<file path="config.mk">
export PLATFORM = sky130hd
export DESIGN_NAME = ci_top
export DESIGN_NICKNAME = d
export VERILOG_FILES = /design/src/hdl/ci_pkg.sv /design/src/hdl/ci_top.sv /design/src/hdl/ci_threshold.sv /design/src/hdl/ci_box_sum.sv /design/src/hdl/ci_line_window.sv
export SDC_FILE = /design/constraint.sdc
export NUM_CORES = 2
export LEC_CHECK = 0
export BUFFER_PORTS_ARGS = -buffer_cell sky130_fd_sc_hd__buf_2
export CAP_MARGIN = 25
export CELL_PAD_IN_SITES_DETAIL_PLACEMENT = 0
export CELL_PAD_IN_SITES_GLOBAL_PLACEMENT = 1
export CORE_UTILIZATION = 50
export DETAILED_ROUTE_END_ITERATION = 10
export GPL_TIMING_DRIVEN = 0
export PLACE_DENSITY_LB_ADDON = 0.1
export SKIP_LAST_GASP = 1
export SLEW_MARGIN = 5
export SYNTH_ARGS = -nofsm -noshare
export SYNTH_HDL_FRONTEND = slang
export SYNTH_HIERARCHICAL = 1
export SYNTH_SLANG_ARGS = --single-unit
</file>
<file path="constraint.sdc">
create_clock -name clk -period 31.5 [get_ports clk]
set_input_delay 0 -clock clk [delete_from_list [all_inputs] [get_ports clk]]
set_output_delay 0 -clock clk [all_outputs]
set_load 0.01 [all_outputs]
</file>
<file path="src/hdl/ci_pkg.sv">
`timescale 1ns/1ns
`default_nettype none

package ci_pkg;

  // Pixel format.
  localparam int PIX_W = 8;

  // Frame geometry, fixed at build time.
  localparam int IMG_COLS = 15;
  localparam int IMG_ROWS = 15;

  // Center-intensity window.
  localparam int WIN_RADIUS = 6;
  localparam int WIN_SIZE   = 2 * WIN_RADIUS + 1;
  localparam int WIN_AREA   = WIN_SIZE * WIN_SIZE;  // Scale factor for the center.

  // Arithmetic widths.
  localparam int COL_SUM_W = 12;  // 13 * 255 fits.
  localparam int SUM_W     = 16;  // 169 * 255 fits.

  // Raster counters.
  localparam int COL_IDX_W = 4;
  localparam int ROW_IDX_W = 4;

endpackage

`default_nettype wire
</file>
<file path="src/hdl/ci_top.sv">
`timescale 1ns/1ns
`default_nettype none

module ci_top (
  input  logic                     clk,
  input  logic                     rst_n,
  input  logic                     pix_valid_i,
  input  logic [ci_pkg::PIX_W-1:0] pix_i,
  output logic                     pix_ready_o,
  output logic                     ci_valid_o,
  output logic                     ci_o,
  output logic                     ci_last_o,
  input  logic                     ci_ready_i
);
  import ci_pkg::*;

  // Line window to box sum.
  logic                      col_valid;
  logic [WIN_SIZE*PIX_W-1:0] col_pix;
  logic                      col_first;
  logic                      win_full;
  logic                      win_last;
  logic                      col_ready;

  // Box sum to threshold.
  logic                      sum_valid;
  logic [SUM_W-1:0]          win_sum;
  logic [PIX_W-1:0]          center_pix;
  logic                      sum_last;
  logic                      sum_ready;

  ci_line_window ci_line_window_i (
    .clk         (clk),
    .rst_n       (rst_n),
    .pix_valid_i (pix_valid_i),
    .pix_i       (pix_i),
    .pix_ready_o (pix_ready_o),
    .col_valid_o (col_valid),
    .col_pix_o   (col_pix),
    .col_first_o (col_first),
    .win_full_o  (win_full),
    .win_last_o  (win_last),
    .col_ready_i (col_ready)
  );

  ci_box_sum ci_box_sum_i (
    .clk          (clk),
    .rst_n        (rst_n),
    .col_valid_i  (col_valid),
    .col_pix_i    (col_pix),
    .col_first_i  (col_first),
    .win_full_i   (win_full),
    .win_last_i   (win_last),
    .col_ready_o  (col_ready),
    .sum_valid_o  (sum_valid),
    .win_sum_o    (win_sum),
    .center_pix_o (center_pix),
    .sum_last_o   (sum_last),
    .sum_ready_i  (sum_ready)
  );

  ci_threshold ci_threshold_i (
    .clk          (clk),
    .rst_n        (rst_n),
    .sum_valid_i  (sum_valid),
    .win_sum_i    (win_sum),
    .center_pix_i (center_pix),
    .sum_last_i   (sum_last),
    .sum_ready_o  (sum_ready),
    .ci_valid_o   (ci_valid_o),
    .ci_o         (ci_o),
    .ci_last_o    (ci_last_o),
    .ci_ready_i   (ci_ready_i)
  );

endmodule

`default_nettype wire

</file>
<file path="src/hdl/ci_threshold.sv">
`timescale 1ns/1ns
`default_nettype none

module ci_threshold (
  input  logic                     clk,
  input  logic                     rst_n,
  input  logic                     sum_valid_i,
  input  logic [ci_pkg::SUM_W-1:0] win_sum_i,
  input  logic [ci_pkg::PIX_W-1:0] center_pix_i,
  input  logic                     sum_last_i,
  output logic                     sum_ready_o,
  output logic                     ci_valid_o,
  output logic                     ci_o,
  output logic                     ci_last_o,
  input  logic                     ci_ready_i
);
  import ci_pkg::*;

  logic [SUM_W-1:0] scaled;
  logic             sum_acc;
  logic             ci_bit;

  assign sum_ready_o = !ci_valid_o || ci_ready_i;
  assign sum_acc     = sum_valid_i && sum_ready_o;

  // Center times window area against the window sum, same as center vs mean.
  assign scaled = SUM_W'(center_pix_i) * SUM_W'(WIN_AREA);
  assign ci_bit = (scaled >= win_sum_i);  // Equality counts as 1.

  always_ff @(posedge clk) begin
    if (!rst_n) begin
      ci_valid_o <= 1'b0;
      ci_last_o  <= 1'b0;
    end else if (sum_acc) begin
      ci_valid_o <= 1'b1;
      ci_last_o  <= sum_last_i;
    end else if (ci_ready_i) begin
      ci_valid_o <= 1'b0;
    end
  end

  // Result bit held until accepted.
  always_ff @(posedge clk) begin
    if (sum_acc) begin
      ci_o <= ci_bit;
    end
  end

endmodule

`default_nettype wire

</file>
<file path="src/hdl/ci_box_sum.sv">
`timescale 1ns/1ns
`default_nettype none

module ci_box_sum (
  input  logic                                      clk,
  input  logic                                      rst_n,
  input  logic                                      col_valid_i,
  input  logic [ci_pkg::WIN_SIZE*ci_pkg::PIX_W-1:0] col_pix_i,
  input  logic                                      col_first_i,
  input  logic                                      win_full_i,
  input  logic                                      win_last_i,
  output logic                                      col_ready_o,
  output logic                                      sum_valid_o,
  output logic [ci_pkg::SUM_W-1:0]                  win_sum_o,
  output logic [ci_pkg::PIX_W-1:0]                  center_pix_o,
  output logic                                      sum_last_o,
  input  logic                                      sum_ready_i
);
  import ci_pkg::*;

  logic                 col_acc;
  logic [COL_SUM_W-1:0] col_add;

  // Stage one slot.
  logic                 s1_valid;
  logic                 s1_first;
  logic                 s1_full;
  logic                 s1_last;
  logic [COL_SUM_W-1:0] s1_col_sum;
  logic [PIX_W-1:0]     s1_mid;
  logic                 s1_take;

  // Stage two state.
  logic                 s2_ready;
  logic [COL_SUM_W-1:0] colsum_sr [WIN_SIZE];
  logic [PIX_W-1:0]     mid_sr [WIN_RADIUS];
  logic [SUM_W-1:0]     run_sum;
  logic [SUM_W-1:0]     sum_next;

  assign s2_ready = !sum_valid_o || sum_ready_i;

  // Columns outside a full window never need the output slot.
  assign s1_take     = s1_valid && (s2_ready || !s1_full);
  assign col_ready_o = !s1_valid || s1_take;
  assign col_acc     = col_valid_i && col_ready_o;

  always_comb begin
    col_add = '0;
    for (int r = 0; r < WIN_SIZE; r++) begin
      col_add = col_add + COL_SUM_W'(col_pix_i[r*PIX_W +: PIX_W]);
    end
  end

  always_ff @(posedge clk) begin
    if (!rst_n) begin
      s1_valid <= 1'b0;
      s1_first <= 1'b0;
      s1_full  <= 1'b0;
      s1_last  <= 1'b0;
    end else if (col_acc) begin
      s1_valid <= 1'b1;
      s1_first <= col_first_i;
      s1_full  <= win_full_i;
      s1_last  <= win_last_i;
    end else if (s1_take) begin
      s1_valid <= 1'b0;
    end
  end

  always_ff @(posedge clk) begin
    if (col_acc) begin
      s1_col_sum <= col_add;
      s1_mid     <= col_pix_i[WIN_RADIUS*PIX_W +: PIX_W];  // Middle row of the column.
    end
  end

  // Sliding box sum, restarted at the first column of each row.
  always_comb begin
    if (s1_first) begin
      sum_next = SUM_W'(s1_col_sum);
    end else begin
      sum_next = run_sum + SUM_W'(s1_col_sum) - SUM_W'(colsum_sr[WIN_SIZE-1]);
    end
  end

  always_ff @(posedge clk) begin
    if (!rst_n) begin
      run_sum <= '0;
      for (int i = 0; i < WIN_SIZE; i++) begin
        colsum_sr[i] <= '0;
      end
    end else if (s1_take) begin
      run_sum      <= sum_next;
      colsum_sr[0] <= s1_col_sum;
      for (int i = 1; i < WIN_SIZE; i++) begin
        colsum_sr[i] <= s1_first ? '0 : colsum_sr[i-1];  // Nothing to drop on a new row.
      end
    end
  end

  // Middle pixels of the previous columns.
  always_ff @(posedge clk) begin
    if (s1_take) begin
      mid_sr[0] <= s1_mid;
      for (int i = 1; i < WIN_RADIUS; i++) begin
        mid_sr[i] <= mid_sr[i-1];
      end
    end
  end

  // Output slot, loaded only by full-window columns.
  always_ff @(posedge clk) begin
    if (!rst_n) begin
      sum_valid_o <= 1'b0;
      sum_last_o  <= 1'b0;
    end else if (s1_take && s1_full) begin
      sum_valid_o <= 1'b1;
      sum_last_o  <= s1_last;
    end else if (sum_ready_i) begin
      sum_valid_o <= 1'b0;
    end
  end

  always_ff @(posedge clk) begin
    if (s1_take && s1_full) begin
      win_sum_o    <= sum_next;
      center_pix_o <= mid_sr[WIN_RADIUS-1];  // Six columns back.
    end
  end

endmodule

`default_nettype wire

</file>
<file path="src/hdl/ci_line_window.sv">
`timescale 1ns/1ns
`default_nettype none

module ci_line_window (
  input  logic                                      clk,
  input  logic                                      rst_n,
  input  logic                                      pix_valid_i,
  input  logic [ci_pkg::PIX_W-1:0]                  pix_i,
  output logic                                      pix_ready_o,
  output logic                                      col_valid_o,
  output logic [ci_pkg::WIN_SIZE*ci_pkg::PIX_W-1:0] col_pix_o,
  output logic                                      col_first_o,
  output logic                                      win_full_o,
  output logic                                      win_last_o,
  input  logic                                      col_ready_i
);
  import ci_pkg::*;

  logic [COL_IDX_W-1:0] col_cnt;
  logic [ROW_IDX_W-1:0] row_cnt;
  logic                 pix_acc;
  logic                 at_row_end;
  logic                 at_frame_end;
  logic                 at_first_col;
  logic                 in_full_win;

  // Previous 12 lines, entry 0 is the oldest line.
  logic [PIX_W-1:0] line_mem [WIN_SIZE-1][IMG_COLS];

  assign pix_ready_o = !col_valid_o || col_ready_i;
  assign pix_acc     = pix_valid_i && pix_ready_o;

  assign at_row_end   = (col_cnt == COL_IDX_W'(IMG_COLS - 1));
  assign at_frame_end = at_row_end && (row_cnt == ROW_IDX_W'(IMG_ROWS - 1));
  assign at_first_col = (col_cnt == '0);

  // Bottom-right corner of a window that lies inside the frame.
  assign in_full_win = (row_cnt >= ROW_IDX_W'(WIN_SIZE - 1)) &&
                       (col_cnt >= COL_IDX_W'(WIN_SIZE - 1));

  // Raster position of the incoming pixel.
  always_ff @(posedge clk) begin
    if (!rst_n) begin
      col_cnt <= '0;
      row_cnt <= '0;
    end else if (pix_acc) begin
      if (at_row_end) begin
        col_cnt <= '0;
        if (at_frame_end) begin
          row_cnt <= '0;  // Next frame starts right away.
        end else begin
          row_cnt <= row_cnt + 1'b1;
        end
      end else begin
        col_cnt <= col_cnt + 1'b1;
      end
    end
  end

  // Line chain shifts up by one line in the current column.
  always_ff @(posedge clk) begin
    if (pix_acc) begin
      for (int l = 0; l < WIN_SIZE - 2; l++) begin
        line_mem[l][col_cnt] <= line_mem[l+1][col_cnt];
      end
      line_mem[WIN_SIZE-2][col_cnt] <= pix_i;
    end
  end

  // Column payload, newest pixel in the top slice.
  always_ff @(posedge clk) begin
    if (pix_acc) begin
      for (int l = 0; l < WIN_SIZE - 1; l++) begin
        col_pix_o[l*PIX_W +: PIX_W] <= line_mem[l][col_cnt];
      end
      col_pix_o[(WIN_SIZE-1)*PIX_W +: PIX_W] <= pix_i;
    end
  end

  // Output slot control and position flags.
  always_ff @(posedge clk) begin
    if (!rst_n) begin
      col_valid_o <= 1'b0;
      col_first_o <= 1'b0;
      win_full_o  <= 1'b0;
      win_last_o  <= 1'b0;
    end else if (pix_acc) begin
      col_valid_o <= 1'b1;
      col_first_o <= at_first_col;
      win_full_o  <= in_full_win;
      win_last_o  <= at_frame_end;
    end else if (col_ready_i) begin
      col_valid_o <= 1'b0;  // Held beat taken.
    end
  end

endmodule

`default_nettype wire

</file>
==> results.json <==
{
  "status": "finished clean",
  "cts_made_buffers": 185,
  "wirelength_um": 176000,
  "power.internal_uw": 4610,
  "mostFrequentLayoutCell": "edfxtp_1",
  "worst-r2r-cell-count": 21,
  "drtAntennaViolNets": 0,
  "seqPwrFrac_pct": 45.3,
  "highest_layer": "met4",
  "syn-cell-area_um2": 73100,
  "core_area_um2": 144000,
  "wl_met2_um": 84700,
  "layout_setup_ws_ns": 25.11,
  "port_buffers": 15,
  "synthFlopType": "edfxtp_1",
  "die_x_um": 384,
  "row_count": 139,
  "cp_data_required_time_ns": 32.02,
  "gp_congestion": 0.823,
  "setup-tns-final_ns": 0,
  "grt_pass1_vias": 37200,
  "path_cells": "fa_1 -> ha_1 -> a21o_1 -> a21oi_1 -> nand2b_1 -> a21boi_0 -> o41ai_1 -> xor2_1 -> ha_1 -> inv_1 -> fa_1 -> inv_1 -> fa_1 -> inv_1 -> fa_1 -> inv_1 -> ha_1 -> or4_1 -> a41o_1 -> a21oi_1 -> xnor2_1",
  "initial_core_util_pct": 50.7,
  "p_switching_uw": 1770,
  "critPathCaptureType": "flop",
  "async_flop_share_pct": 0,
  "cts_tree": "done",
  "ir_drop_v": 0.000108,
  "seq_area_frac_synth_pct": 74.6,
  "dpl_worst_slack_ns": 25.24,
  "wl_met3_um": 9330,
  "path_clk_slew_ns": 0.06,
  "slowest_stage": "fa_1",
  "via_count": 36900,
  "final.min_clock_period_ns": 6.39,
  "crit_fanout": 4,
  "die_y_um": 384,
  "syn_area_per_cell_um2": 18.7,
  "via_per_inst": 5.78,
  "hold_slack_ns": 0.0864,
  "finClkSkew_ns": 0.0318,
  "arrival_ns": 6.91,
  "final_cell_mix": "edfxtp_1, mux4_2, mux2i_1",
  "dieArea_um2": 148000,
  "clkPwrFrac_pct": 32.8,
  "pwr-share-comb_pct": 21.8,
  "leakagePower_uw": 0.0282,
  "grt_pass1_wl_um": 257000,
  "cpLargestDelayFamily": "adder cells",
  "ys_seq_elements": 1829,
  "drive_gt1_share_pct": 19.5,
  "cp_num_buf_inv": 4,
  "synth_edf_count": 1793,
  "antenna_found_initial": 11,
  "yosysWarnings": 6,
  "slowest_delay_ns": 0.55,
  "setup.worst_path.start_class": "flop",
  "route.detailed.drc": 0,
  "finalHoldViolCount": 0,
  "grt_max_degree": 74,
  "cts_sinks": 1829,
  "syn_to_final_growth_pct": 15.2,
  "worstHoldPathCells": 3,
  "ios": 16,
  "crit_type": "flop to flop",
  "utilization_pct": 58.4,
  "timing.final.crit_share_pct": 20.3,
  "worst_pin_slew_ns": 1.06,
  "clk_latency_ns": 0.82,
  "setup_viol": 0,
  "wire_per_inst_um": 27.6,
  "first_pass_iters": 5,
  "n_fill_cell": 10900,
  "cp.depth": 21,
  "switching_share_pct": 27.8,
  "ctsHtreeMaxLevel": 4,
  "syn_inst": 3905,
  "wl_met1_um": 77500,
  "dp_hpwl_um": 120000,
  "p_per_area_nw_per_um2": 75.8,
  "p_total_uw": 6390,
  "cts_buffer_depth": 3,
  "rsz0062_at_grt": "false",
  "fmax_mhz": 157,
  "synth_cell_type_count": 72,
  "hold_path_class": "primary input to flop",
  "grt_use_total_pct": 24.3,
  "max_cap_viol_count": 0,
  "cts_root_buf": "clkbuf_16",
  "drt-initial-drc-count": 3263,
  "syn-num-nets": 4114,
  "max-slew-margin-rel_pct": 29.6,
  "grt_overflow": 0,
  "nets": 4533,
  "slew_viol_final": 0
}
==> power groups by stage <==
stage | clock network (µW) | logic (µW) | registers [µW]
6_report | 2100 | 1390 | 2900
5_1_grt | 2210 | 1550 | 2900
4_1_cts | 2120 | 1400 | 2900
3_5_place_dp | 0 | 1390 | 2950
3_3_place_gp | 0 | 1350 | 2970
2_1_floorplan | 0 | 958 | 2940
==> Yosys cell counts, types with 5 or more instances <==
cell type  instances  area share, %
xnor2_1           22           0.26
mux4_2           232            7.1
buf_2             67           0.46
o21ai_0           69           0.47
buf_6             10           0.15
fa_1              98            2.7
a21boi_0           7          0.072
a21boi_1           6          0.062
a31oi_1          100           0.86
clkbuf_1          95           0.49
nand2b_1          11          0.094
a21o_1            11           0.11
mux2i_1          211            2.9
xor2_1            14           0.17
o22ai_1           56           0.48
o21ai_1           55           0.38
a21oi_1           63           0.43
nor3_1            10          0.068
o22a_1            56           0.67
and3_1             5          0.043
nand2_1           55           0.28
o21a_1             8          0.082
o211a_1            7          0.096
dfxtp_1           36           0.99
buf_4             13           0.13
edfxtp_1        1793             74
and2_1           205            1.8
inv_1            199            1.0
nor2_1           148           0.76
ha_1              99            1.7
nand3_1           15           0.10
a22o_1            40           0.48
nor2b_1           18           0.15
==> sequential cells by signal, summed over array words and instances, names as in the netlist, 4 cells and up <==
name,count
ci_line_window_i/line_mem,1440
ci_box_sum_i/colsum_sr,156
ci_line_window_i/col_pix_o,104
ci_box_sum_i/mid_sr,48
ci_box_sum_i/run_sum,16
ci_box_sum_i/win_sum_o,16
ci_box_sum_i/s1_col_sum,12
ci_box_sum_i/center_pix_o,8
ci_box_sum_i/s1_mid,8
ci_line_window_i/col_cnt,4
ci_line_window_i/row_cnt,4
==> tightest hold or removal path, cell delays in order <==
cell and delay (ns):
dlygate4sd3_1 0.51, buf_2 0.18, nor2b_1 0.14
==> per-stage QoR <==
stage / area, µm² / std cells
after floorplan: 73100 / 3905
after global placement: 75600 / 5823
after detailed placement: 78400 / 6016
after CTS: 84100 / 6363
after global routing: 84300 / 6376
final: 84300 / 6378
==> kinds of logic after synthesis <==
group | after synthesis | share of synthesized area, %
buffers and inverters | 390 | 2.30
AO/OA/AOI/OAI | 513 | 4.67
adder cells (fa/ha/maj) | 197 | 4.38
AND/OR/NAND/NOR | 496 | 3.55
XOR/XNOR | 36 | 0.431
multiplexers | 444 | 10.0
flip-flops | 1829 | 74.6
==> routing by layer <==
metal	GRT usage [%]	vias to the layer above
met5	0	-
met4	7.21	0
met3	3.58	257
met2	38.8	1037
met1	35.0	19400
li1	-	16200
==> worst paths after layout <==
path	start	end	slack, ns
max	ci_line_window_i/col_pix_o[18]	ci_box_sum_i/s1_col_sum[11]	25.11
min	rst_n	ci_threshold_i/ci_last_o	0.09
max reg2reg	ci_line_window_i/col_pix_o[18]	ci_box_sum_i/s1_col_sum[11]	25.11
min reg2reg	ci_box_sum_i/mid_sr[5][6]	ci_box_sum_i/center_pix_o[6]	0.41
==> final cells by class <==
| cell class | count | area [µm²] | share of cell area [%] |
|---|---|---|---|
| Sequential cell | 1829 | 54600 | 64.8 |
| Multi-Input combinational cell | 1686 | 17200 | 20.5 |
| Clock buffer | 243 | 4980 | 5.92 |
| Timing Repair Buffer | 232 | 2710 | 3.21 |
| Tap cell | 1903 | 2380 | 2.83 |
| Buffer | 190 | 936 | 1.11 |
| Inverter | 200 | 761 | 0.903 |
| Clock inverter | 93 | 691 | 0.820 |
| Antenna cell | 2 | 5.00 | 0.00594 |
==> what timing repair did <==
action	in CTS	in global routing
hold buffers	11	0
setup buffers	0	0
gates resized for setup	0	0
endpoints found under the hold margin	153	0
Note: power is estimated with default switching activity, not from simulation.
